--- config.mk ---
export PLATFORM = sky130hd
export DESIGN_NAME = prg_inject_top
export DESIGN_NICKNAME = d
export VERILOG_FILES = /design/src/rtl/inject_pkg.sv /design/src/rtl/keyboard_pkg.sv /design/src/rtl/autostart_typer.sv /design/src/rtl/mem_write_slot.sv /design/src/rtl/prg_inject_top.sv /design/src/rtl/prg_loader.sv
export SDC_FILE = /design/constraint.sdc
export NUM_CORES = 1
export LEC_CHECK = 0
export BUFFER_PORTS_ARGS = -buffer_cell sky130_fd_sc_hd__buf_2
export CORE_ASPECT_RATIO = 0.8
export CORE_MARGIN = 2
export CORE_UTILIZATION = 25
export DETAILED_ROUTE_END_ITERATION = 12
export GPL_TIMING_DRIVEN = 0
export SLEW_MARGIN = 10
export SYNTH_ARGS = -nofsm -noshare
export SYNTH_HDL_FRONTEND = slang
export SYNTH_SLANG_ARGS = --single-unit
--- constraint.sdc ---
create_clock -name clk_sys -period 9.4 [get_ports clk_sys]
set_input_delay 2.82 -clock clk_sys [delete_from_list [all_inputs] [get_ports clk_sys]]
set_output_delay 2.82 -clock clk_sys [all_outputs]
set_load 0.05 [all_outputs]
--- src/rtl/inject_pkg.sv ---
// Shared file kinds, loader states, page-zero pointer table and widths for PRG injection
`default_nettype none

package inject_pkg;

	// ====================
	// Download decoding
	typedef enum logic [7:0] {
		PRG   = 8'd4,
		OTHER = 8'hFF
	} file_kind_e;

	typedef enum logic [1:0] {
		IDLE,
		HEADER,
		DATA,
		MEMINIT
	} loader_state_e;

	// Index of a PRG file, upper two index bits must be zero
	localparam logic [5:0] PRG_INDEX = 6'd4;

	// ====================
	// Widths
	localparam int MEM_ADDR_W_DEFAULT = 25;
	localparam int DL_ADDR_W = 16;
	localparam int PRG_ADDR_W = 16;
	localparam int DATA_W = 8;

	// ====================
	// BASIC pointers in page zero
	localparam logic [8:0] MEMINIT_END = 9'd256;

	localparam logic [7:0] PTR_TXT_LO = 8'h2B;
	localparam logic [7:0] PTR_TXT_HI = 8'h2C;
	localparam logic [7:0] PTR_VAR_LO = 8'h2D;
	localparam logic [7:0] PTR_VAR_HI = 8'h2E;
	localparam logic [7:0] PTR_ARY_LO = 8'h2F;
	localparam logic [7:0] PTR_ARY_HI = 8'h30;
	localparam logic [7:0] PTR_STR_LO = 8'h31;
	localparam logic [7:0] PTR_STR_HI = 8'h32;
	localparam logic [7:0] PTR_SAVE_LO = 8'hAC;
	localparam logic [7:0] PTR_SAVE_HI = 8'hAD;
	localparam logic [7:0] PTR_END_LO = 8'hAE;
	localparam logic [7:0] PTR_END_HI = 8'hAF;

	// Values left by a reset, LOAD does not touch these
	localparam logic [7:0] TXT_LO_VAL = 8'h01;
	localparam logic [7:0] TXT_HI_VAL = 8'h08;
	localparam logic [7:0] SAVE_VAL = 8'h00;

endpackage

`default_nettype wire

--- src/rtl/keyboard_pkg.sv ---
// PS/2 scan codes, key word layout and typing steps used by the autostart typer
`default_nettype none

package keyboard_pkg;

	// ====================
	// Key word layout
	// Bit 9 is the press flag, bits 7..0 the scan code, bits 10 and 8 pass through
	localparam int KEY_W = 11;
	localparam int KEY_PRESS_BIT = 9;
	localparam int KEY_CODE_W = 8;

	// ====================
	// Scan codes
	localparam logic [7:0] KEY_SHIFT = 8'h12;
	localparam logic [7:0] KEY_HOME = 8'h6C;
	localparam logic [7:0] KEY_R = 8'h2D;
	localparam logic [7:0] KEY_U = 8'h3C;
	localparam logic [7:0] KEY_N = 8'h31;
	localparam logic [7:0] KEY_RETURN = 8'h5A;

	// Step 0 is idle
	typedef enum logic [3:0] {
		STEP_0, STEP_1, STEP_2, STEP_3,
		STEP_4, STEP_5, STEP_6, STEP_7,
		STEP_8, STEP_9, STEP_10, STEP_11,
		STEP_12, STEP_13, STEP_14, STEP_15
	} type_step_e;

endpackage

`default_nettype wire

--- src/rtl/autostart_typer.sv ---
// Types clear-screen and RUN after a load, otherwise passes keyboard codes through
`default_nettype none
`timescale 1ns/10ps

module autostart_typer #(
	parameter int STEP_CYCLES = 640000
) (
	input  wire                               clk_sys,
	input  wire                               reset_n,
	input  wire                               start_i,
	input  wire [keyboard_pkg::KEY_W-1:0]     ps2_key_i,
	output logic [keyboard_pkg::KEY_W-1:0]    key_o
);

	localparam int CNT_W = (STEP_CYCLES > 1) ? $clog2(STEP_CYCLES) : 1;

	keyboard_pkg::type_step_e step_q;
	logic [CNT_W-1:0] cnt_q;
	logic code_load;
	logic [keyboard_pkg::KEY_CODE_W-1:0] code;

	// Codes loaded at the end of a step
	always_comb begin
		code_load = 1'b1;
		code = '0;
		case (step_q)
			keyboard_pkg::STEP_1: code = keyboard_pkg::KEY_SHIFT;
			keyboard_pkg::STEP_2: code = keyboard_pkg::KEY_HOME;
			// Shift again so it does not stay stuck
			keyboard_pkg::STEP_5: code = keyboard_pkg::KEY_SHIFT;
			keyboard_pkg::STEP_7: code = keyboard_pkg::KEY_R;
			keyboard_pkg::STEP_9: code = keyboard_pkg::KEY_U;
			keyboard_pkg::STEP_11: code = keyboard_pkg::KEY_N;
			keyboard_pkg::STEP_13: code = keyboard_pkg::KEY_RETURN;
			default: code_load = 1'b0;
		endcase
	end

	always_ff @(posedge clk_sys) begin
		if (!reset_n) begin
			step_q <= keyboard_pkg::STEP_0;
			cnt_q <= '0;
			key_o <= ps2_key_i;
		end else if (start_i) begin
			step_q <= keyboard_pkg::STEP_1;
			cnt_q <= '0;
		end else if (step_q == keyboard_pkg::STEP_0) begin
			cnt_q <= '0;
			key_o <= ps2_key_i;
		end else if (cnt_q == CNT_W'(STEP_CYCLES - 1)) begin
			cnt_q <= '0;
			if (step_q == keyboard_pkg::STEP_15) begin
				step_q <= keyboard_pkg::STEP_0;
			end else begin
				step_q <= keyboard_pkg::type_step_e'(step_q + 4'd1);
			end
			// Odd steps press, even steps release
			if (code_load) begin
				key_o <= '0;
				key_o[keyboard_pkg::KEY_CODE_W-1:0] <= code;
			end
			key_o[keyboard_pkg::KEY_PRESS_BIT] <= step_q[0];
		end else begin
			cnt_q <= cnt_q + 1'b1;
		end
	end

	// The loader finishes one meminit before another can start
	a_start_when_idle: assert property (@(posedge clk_sys) disable iff (!reset_n)
		start_i |-> step_q == keyboard_pkg::STEP_0);

endmodule

`default_nettype wire

--- src/rtl/mem_write_slot.sv ---
// Holds one memory write and issues it in the next slot granted by the core
`default_nettype none
`timescale 1ns/10ps

module mem_write_slot #(
	parameter int MEM_ADDR_W = inject_pkg::MEM_ADDR_W_DEFAULT
) (
	input  wire                              clk_sys,
	input  wire                              reset_n,
	input  wire                              io_cycle_i,
	input  wire                              wr_req_i,
	input  wire [MEM_ADDR_W-1:0]             wr_addr_i,
	input  wire [inject_pkg::DATA_W-1:0]     wr_data_i,
	output logic                             busy_o,
	output logic                             mem_ce_o,
	output logic                             mem_we_o,
	output logic [MEM_ADDR_W-1:0]            mem_addr_o,
	output logic [inject_pkg::DATA_W-1:0]    mem_data_o
);

	logic io_cycle_d;
	logic slot_open;
	logic slot_closed;
	logic [MEM_ADDR_W-1:0] pend_addr_q;
	logic [inject_pkg::DATA_W-1:0] pend_data_q;

	// Falling edge of io_cycle opens a slot, two high cycles close it
	assign slot_open = io_cycle_d & ~io_cycle_i;
	assign slot_closed = io_cycle_d & io_cycle_i;

	always_ff @(posedge clk_sys) begin
		if (wr_req_i) begin
			pend_addr_q <= wr_addr_i;
			pend_data_q <= wr_data_i;
		end
	end

	always_ff @(posedge clk_sys) begin
		if (!reset_n) begin
			io_cycle_d <= 1'b0;
			busy_o <= 1'b0;
			mem_ce_o <= 1'b0;
			mem_we_o <= 1'b0;
		end else begin
			io_cycle_d <= io_cycle_i;
			if (wr_req_i) begin
				busy_o <= 1'b1;
			end
			// A write needs the previous slot closed first
			if (slot_open && busy_o && !mem_ce_o) begin
				mem_ce_o <= 1'b1;
				mem_we_o <= 1'b1;
				mem_addr_o <= pend_addr_q;
				mem_data_o <= pend_data_q;
				busy_o <= 1'b0;
			end
			if (slot_closed) begin
				mem_ce_o <= 1'b0;
				mem_we_o <= 1'b0;
			end
		end
	end

	// Only one write can be held, a new request must wait until it is issued
	a_no_overrun: assert property (@(posedge clk_sys) disable iff (!reset_n)
		wr_req_i |-> !busy_o);

endmodule

`default_nettype wire

--- src/rtl/prg_inject_top.sv ---
// Top level of PRG injection, connects the loader, memory write slot and autostart typer
`default_nettype none
`timescale 1ns/10ps

module prg_inject_top #(
	parameter int MEM_ADDR_W = inject_pkg::MEM_ADDR_W_DEFAULT,
	parameter int STEP_CYCLES = 640000
) (
	input  wire                               clk_sys,
	input  wire                               reset_n,
	// Download source
	input  wire                               dl_active_i,
	input  wire [7:0]                         dl_index_i,
	input  wire                               dl_wr_i,
	input  wire [inject_pkg::DL_ADDR_W-1:0]   dl_addr_i,
	input  wire [inject_pkg::DATA_W-1:0]      dl_data_i,
	output wire                               dl_wait_o,
	// Memory side
	input  wire                               io_cycle_i,
	output wire                               mem_ce_o,
	output wire                               mem_we_o,
	output wire [MEM_ADDR_W-1:0]              mem_addr_o,
	output wire [inject_pkg::DATA_W-1:0]      mem_data_o,
	// Keyboard
	input  wire [keyboard_pkg::KEY_W-1:0]     ps2_key_i,
	output wire [keyboard_pkg::KEY_W-1:0]     key_o
);

	wire busy;
	wire wr_req;
	wire [MEM_ADDR_W-1:0] wr_addr;
	wire [inject_pkg::DATA_W-1:0] wr_data;
	wire meminit_done;

	prg_loader #(
		.MEM_ADDR_W(MEM_ADDR_W)
	) prg_loader_i (
		.clk_sys        (clk_sys),
		.reset_n        (reset_n),
		.dl_active_i    (dl_active_i),
		.dl_index_i     (dl_index_i),
		.dl_wr_i        (dl_wr_i),
		.dl_addr_i      (dl_addr_i),
		.dl_data_i      (dl_data_i),
		.busy_i         (busy),
		.dl_wait_o      (dl_wait_o),
		.wr_req_o       (wr_req),
		.wr_addr_o      (wr_addr),
		.wr_data_o      (wr_data),
		.meminit_done_o (meminit_done)
	);

	mem_write_slot #(
		.MEM_ADDR_W(MEM_ADDR_W)
	) mem_write_slot_i (
		.clk_sys    (clk_sys),
		.reset_n    (reset_n),
		.io_cycle_i (io_cycle_i),
		.wr_req_i   (wr_req),
		.wr_addr_i  (wr_addr),
		.wr_data_i  (wr_data),
		.busy_o     (busy),
		.mem_ce_o   (mem_ce_o),
		.mem_we_o   (mem_we_o),
		.mem_addr_o (mem_addr_o),
		.mem_data_o (mem_data_o)
	);

	autostart_typer #(
		.STEP_CYCLES(STEP_CYCLES)
	) autostart_typer_i (
		.clk_sys   (clk_sys),
		.reset_n   (reset_n),
		.start_i   (meminit_done),
		.ps2_key_i (ps2_key_i),
		.key_o     (key_o)
	);

endmodule

`default_nettype wire

--- src/rtl/prg_loader.sv ---
// Parses a PRG download into memory write requests, then rewrites the BASIC pointers
`default_nettype none
`timescale 1ns/10ps

module prg_loader #(
	parameter int MEM_ADDR_W = inject_pkg::MEM_ADDR_W_DEFAULT
) (
	input  wire                                clk_sys,
	input  wire                                reset_n,
	input  wire                                dl_active_i,
	input  wire [7:0]                          dl_index_i,
	input  wire                                dl_wr_i,
	input  wire [inject_pkg::DL_ADDR_W-1:0]    dl_addr_i,
	input  wire [inject_pkg::DATA_W-1:0]       dl_data_i,
	input  wire                                busy_i,
	output logic                               dl_wait_o,
	output logic                               wr_req_o,
	output logic [MEM_ADDR_W-1:0]              wr_addr_o,
	output logic [inject_pkg::DATA_W-1:0]      wr_data_o,
	output logic                               meminit_done_o
);

	inject_pkg::file_kind_e kind;
	inject_pkg::loader_state_e state_q;

	logic dl_active_d;
	// Next data address, ends up as the end address of the program
	logic [inject_pkg::PRG_ADDR_W-1:0] end_addr_q;
	logic [8:0] meminit_addr_q;
	logic ptr_hit;
	logic [inject_pkg::DATA_W-1:0] ptr_data;

	assign kind = (dl_index_i[7:6] == 2'b00 && dl_index_i[5:0] == inject_pkg::PRG_INDEX) ?
		inject_pkg::PRG : inject_pkg::OTHER;

	// Hold the source off while a write is requested or pending
	assign dl_wait_o = busy_i | wr_req_o;

	// ====================
	// Pointer table lookup
	always_comb begin
		ptr_hit = 1'b1;
		ptr_data = '0;
		case (meminit_addr_q[7:0])
			inject_pkg::PTR_TXT_LO: ptr_data = inject_pkg::TXT_LO_VAL;
			inject_pkg::PTR_TXT_HI: ptr_data = inject_pkg::TXT_HI_VAL;
			inject_pkg::PTR_SAVE_LO,
			inject_pkg::PTR_SAVE_HI: ptr_data = inject_pkg::SAVE_VAL;
			inject_pkg::PTR_VAR_LO,
			inject_pkg::PTR_ARY_LO,
			inject_pkg::PTR_STR_LO,
			inject_pkg::PTR_END_LO: ptr_data = end_addr_q[7:0];
			inject_pkg::PTR_VAR_HI,
			inject_pkg::PTR_ARY_HI,
			inject_pkg::PTR_STR_HI,
			inject_pkg::PTR_END_HI: ptr_data = end_addr_q[15:8];
			default: ptr_hit = 1'b0;
		endcase
	end

	// ====================
	// Download and meminit FSM
	always_ff @(posedge clk_sys) begin
		if (!reset_n) begin
			state_q <= inject_pkg::IDLE;
			dl_active_d <= 1'b0;
			wr_req_o <= 1'b0;
			meminit_done_o <= 1'b0;
			meminit_addr_q <= '0;
		end else begin
			dl_active_d <= dl_active_i;
			wr_req_o <= 1'b0;
			meminit_done_o <= 1'b0;

			case (state_q)
				inject_pkg::IDLE: begin
					if (dl_active_i && kind == inject_pkg::PRG) begin
						state_q <= inject_pkg::HEADER;
					end
				end
				inject_pkg::HEADER, inject_pkg::DATA: begin
					if (dl_wr_i) begin
						if (dl_addr_i == '0) begin
							end_addr_q[7:0] <= dl_data_i;
						end else if (dl_addr_i == inject_pkg::DL_ADDR_W'(1)) begin
							end_addr_q[15:8] <= dl_data_i;
							state_q <= inject_pkg::DATA;
						end else if (state_q == inject_pkg::DATA) begin
							wr_req_o <= 1'b1;
							wr_addr_o <= MEM_ADDR_W'(end_addr_q);
							wr_data_o <= dl_data_i;
							end_addr_q <= end_addr_q + 1'b1;
						end
					end
					if (dl_active_d && !dl_active_i) begin
						state_q <= inject_pkg::MEMINIT;
						meminit_addr_q <= '0;
					end
				end
				inject_pkg::MEMINIT: begin
					// One address per cycle, pointers wait for their write
					if (!wr_req_o && !busy_i) begin
						if (meminit_addr_q == inject_pkg::MEMINIT_END) begin
							state_q <= inject_pkg::IDLE;
							meminit_done_o <= 1'b1;
						end else begin
							if (ptr_hit) begin
								wr_req_o <= 1'b1;
								wr_addr_o <= MEM_ADDR_W'(meminit_addr_q[7:0]);
								wr_data_o <= ptr_data;
							end
							meminit_addr_q <= meminit_addr_q + 1'b1;
						end
					end
				end
				default: state_q <= inject_pkg::IDLE;
			endcase
		end
	end

	// A new request must never overrun the one held in the write slot
	a_no_req_when_busy: assert property (@(posedge clk_sys) disable iff (!reset_n)
		$rose(wr_req_o) |-> !busy_i);

endmodule

`default_nettype wire

Word-level counts from Yosys, hierarchy flattened
Index checks and enable logic that the tools add are counted.

operators by class
  add/subtract/negate cells = 4
  equal/unequal tests = 46
  multiplexer cells = 55
  bitwise logic cells = 7
  reduce and logical (&&, ||, !) cells = 39

operators with widths
  cell                                                               count
  25-bit 2-to-1 mux                                                  7
  8-bit 2-to-1 mux                                                   11
  8-bit by 6-bit == test with 1-bit output (second input constant)   8
  11-bit 2-to-1 mux                                                  5
  25-bit case mux with 2 select lines                                1
  7-bit case mux with 6 select lines                                 1
  8-bit == test (second input constant)                              4
  8-bit case mux with 4 select lines                                 1
  9-bit 2-to-1 mux                                                   3
  20-bit by 1-bit adder with 20-bit output (second input constant)   1
  20-bit == test (second input constant)                             1
  9-bit case mux with 2 select lines                                 1
  16-bit by 1-bit adder with 16-bit output (second input constant)   1
  16-bit by 1-bit == test with 1-bit output (second input constant)  1
  4-bit == test (second input constant)                              4
  16-bit zero test                                                   1
  16-bit 2-to-1 mux                                                  1
  8-bit case mux with 2 select lines                                 1
  2-bit 2-to-1 mux                                                   7
  2-bit by 1-bit != test with 1-bit output (second input constant)   7
  1-bit 2-to-1 mux                                                   13
  2-bit != test (second input constant)                              6
  12-bit OR reduction                                                1
  4-bit OR reduction                                                 3
  other kinds (32)                                                   61

storage, ports and cells
  bits in registers = 167
  input port bits = 48
  logic and storage cells = 172

Logic depth before layout (Yosys ltp)
  depth after elaboration = 8
  gate-level depth with buffers = 8

By module
From an unflattened synthesis, not the netlist that was laid out.

second synthesis, totals
  cells, all modules = 586
  area, all modules = 7194.4 µm²

modules (own cells, without submodules)
  module           times used  cells each  area each (µm²)
  prg_loader       1           313         3280.6
  mem_write_slot   1           78          2100.8
  autostart_typer  1           195         1813.0

Worst setup path after synthesis
Ideal clock, no wire load.

  kind = input -> register
  start point = input port dl_addr_i[11] (netlist name)
  end point = register prg_loader_i.wr_addr_o[0] (enable)
  arrival = 7095 ps
  slack = 1770 ps
  cell stages on the path = 5
  cell sequence = nor4_1 nand3_1 nor3_1 a2bb2oi_1 a2111oi_0

between the ends
  longest elaborated chain between the ends = 3
  elaborated cells on any way between the ends = 5
  those cells by class = eq/ne (3); reduce/logical (2)

ends and longest elaborated chain
  item                                                                           line                                source
  start, declared                                                                prg_inject_top.sv:15                input wire [inject_pkg::DL_ADDR_W-1:0] dl_addr_i,
  16-bit by 1-bit == test with 1-bit output or 16-bit zero test (tied branches)  prg_loader.sv:85, prg_loader.sv:83
  2-bit != test (no line)                                                        --
  9-bit AND reduction (no line) *                                                --
  end signal, assigned                                                           prg_loader.sv:90                    wr_addr_o <= MEM_ADDR_W'(end_addr_q);
  end signal, assigned                                                           prg_loader.sv:109                   wr_addr_o <= MEM_ADDR_W'(meminit_addr_q[7:0]);
  end, declared                                                                  prg_loader.sv:18                    output logic [MEM_ADDR_W-1:0] wr_addr_o,

Mark *: on every way between the ends. The rest lies on a longest branch, timed or not.
A chain may end at the register's enable or synchronous reset.

Worst setup path after layout
  start point = input port dl_addr_i[1] (netlist name)
  end point = register prg_loader_i.wr_addr_o[13] (enable)

Same word-level chain as after synthesis.

==> out/qor.txt <==
Vias - 4522
Drt wl/cell - 13.3 um
First-pass GRT wire length - 21.7 mm
Fin cells - 1015
Synth warnings - 0
Vias per cell - 4.46
Sequential area share after synthesis - 0.591
Required @ worst endpoint - 9.57 ns
Final Cell Area - 7900 um2
Synthesized-area fraction occupied by adder cells - 0.0293
CP most frequent cell - buf_2
Initial antenna violation count - 0
CTS tree - built
Vias in the first global route - 4094
PortBufs - 84
Worst Setup End Kind - flop
Post-CTS Hold Buffers - 0
Overall power - 1.49 mW
Power density cells - 189 nW/um2
Pin count of the biggest net entering global routing - 27
Die area - 27000 um2
I/O pin total - 95
Cells along the critical path - buf_2 > or4_1 > nor3_1 > a2bb2oi_1 > a2111oi_2 > buf_2 > buf_2
Share of cells above drive strength 1 - 0.236
Synth Area per Inst - 11.4 um2
Clock sink count - 140
Yosys top cell by area - edfxtp_1
R2r startpoint - prg_loader_i.meminit_addr_q[4]
Post-synth EDFFs - 99
Top FF cell, synth - edfxtp_1
Filler cells - 2559
Mapped cell area - 6410 um2
DRC Markers - 0
Clk_skew - 0.00990 ns
Final worst slack - 4.43 ns
Synthesis-to-finish area growth - 23.2%
Hold Worst Slack - 0.414 ns
Post-CTS Setup Inserts - 0
Post-Syn Instances - 561
Clock root cell - clkbuf_16
MaxCap Viol Count - 0
Total core area - 25200 um2
Crit start category - input pin
Setup TNS - 0 ns
Placed insts - 984
Status - completed
Yosys top cell area share - 0.463
Die height - 147 um
Fin. Hold Viols - 0
Clk_lat worst skew - 0.42 ns
ANT nets after route - 0
WL final - 13.5 mm
CTS clock-pin slew for the worst setup and hold paths - 0.06 ns
Ant diodes - 0
Initial Util - 0.254
Synth top cells by count - edfxtp_1, nor2_1, nand2_1, dfxtp_1, nand3_1
Simple-Gate Fraction of Synth Area - 0.175
Max stage delay on crit path - 0.81 ns
Complex-gate fraction of the synthesized area - 0.0917
Main combinational cell family by area after synthesis - simple AND/OR/NAND/NOR gates
Row count - 52
Ys async rst share - 0
Final setup fails - 0
Worst Hold Class - reg2reg
Final worst-path cycle share - 0.529
Mux cell area share after synthesis - 0.0224
TritonRoute pass-1 iters - 5
Fmax - 201 MHz
CTS Buffer Depth - 2
Cell with the most instances after synthesis - edfxtp_1
Worst setup path start - dl_addr_i[1]
Rel. slew slack - 0.252
Initial DRC count - 254
Max Slew Vio Count - 0
H-Tree Level Count - 4
VDD IR max - 0.132 mV
GRT Total Usage - 0.102
HPWL Detailed - 9.86 mm
Placed cell areas - 7330 um2
Leak Pwr - 2.83 nW
RSZ-0062 raised after global routing - no
Synth cell types - 66
CTS buffer count - 17
CP Max Fanout - 8
Final Util - 0.313
Arrival time worst endpoint - 5.14 ns
# resized after CTS - 0
HP Start - prg_loader_i.wr_addr_o[4]
XOR/XNOR Fraction of Synth Area - 0.0492
Seq cells post-synth - 140
Cells taking the most area after synthesis - edfxtp_1, dfxtp_1, nor2_1, ha_1, xor2_1
Slowest-stage cell, CP - nor3_1
Nets - 742
Min Tclk post-route - 4.97 ns
Least-Margin Pin Slew - 1.12 ns
Die X - 183 um
Overflow left after global routing - 0
Critical path class - in2reg
DP Worst Slack - 3.99 ns
Final Wtd Congestion - 0.861
[layer usage]
| metal | GRT usage | vias to the layer above | part of all wire |
|---|---|---|---|
| li1 | - | 2274 | - |
| met1 | 0.149 | 2109 | 0.51 |
| met2 | 0.141 | 118 | 0.42 |
| met3 | 0.0245 | 21 | 0.055 |
| met4 | 0.0476 | 0 | 0.018 |
| met5 | 0 | - | 0 |
[worst paths after layout]
path,to,slack (ns),cells past startpoint
worst max-delay path,prg_loader_i.wr_addr_o[13],4.43,7
worst min-delay path,mem_write_slot_i.pend_addr_q[4],0.41,0
worst max register to register,prg_loader_i.wr_addr_o[13],6.31,8
worst min register to register,mem_write_slot_i.pend_addr_q[4],0.41,0
[cells by family after synthesis]
group	count (synthesis)
fa+ha+maj	15
xor+xnor	36
compound gates	90
other cells	1
buf+inv	54
simple gates	212
mux	13
flops	140
[layout by cell type (no fill, tap or decap), types with 4 or more instances in the layout]
cell type	n
edfxtp_1	99
buf_2	95
nor2_1	62
nand2_1	46
dfxtp_1	41
nand3_1	24
o21ai_0	23
a21oi_1	22
inv_1	20
xor2_1	20
clkbuf_16	17
xnor2_1	16
clkbuf_1	15
ha_1	15
buf_4	13
nand4_1	12
mux2_2	11
nor4_1	10
a211oi_1	9
conb_1	9
nor2b_1	8
a221oi_1	7
and3_1	7
and2_1	6
and4_1	5
nor3_1	4
[report_power, final]
| group | switching, mW | internal [mW] |
|---|---|---|
| Clock | 0.256 | 0.390 |
| Sequential | 0.00862 | 0.683 |
| Combinational | 0.107 | 0.0493 |
| Total | 0.372 | 1.12 |
[registers in the layout, summed over array words and instances (netlist names)]
name and count:
autostart_typer_i.cnt_q 20, autostart_typer_i.key_o 11, autostart_typer_i.step_q 4, mem_write_slot_i.busy_o 1
mem_write_slot_i.io_cycle_d 1, mem_write_slot_i.mem_addr_o 16, mem_write_slot_i.mem_ce_o 1, mem_write_slot_i.mem_data_o 8
mem_write_slot_i.pend_addr_q 16, mem_write_slot_i.pend_data_q 8, prg_loader_i.dl_active_d 1, prg_loader_i.end_addr_q 16
prg_loader_i.meminit_addr_q 9, prg_loader_i.meminit_done_o 1, prg_loader_i.state_q 2, prg_loader_i.wr_addr_o 16
prg_loader_i.wr_data_o 8, prg_loader_i.wr_req_o 1
[cell type report]
type | instances | area (um2) | area share
buffer | 33 | 179 | 0.0226
clock buffer | 18 | 429 | 0.0543
clock inverter | 13 | 144 | 0.0182
inverter | 21 | 78.8 | 0.00997
multi-input combinational | 375 | 2410 | 0.305
sequential | 140 | 3790 | 0.480
tap | 324 | 405 | 0.0513
timing repair buffer | 91 | 463 | 0.0586
[worst max-delay path: cells and delay by family]
kind / cells / cell delay [ns]
buffers and inverters: 3 / 0.52
AO/OA/AOI/OAI: 2 / 0.36
AND/OR/NAND/NOR: 2 / 1.43
(Power assumes the default switching activity.)
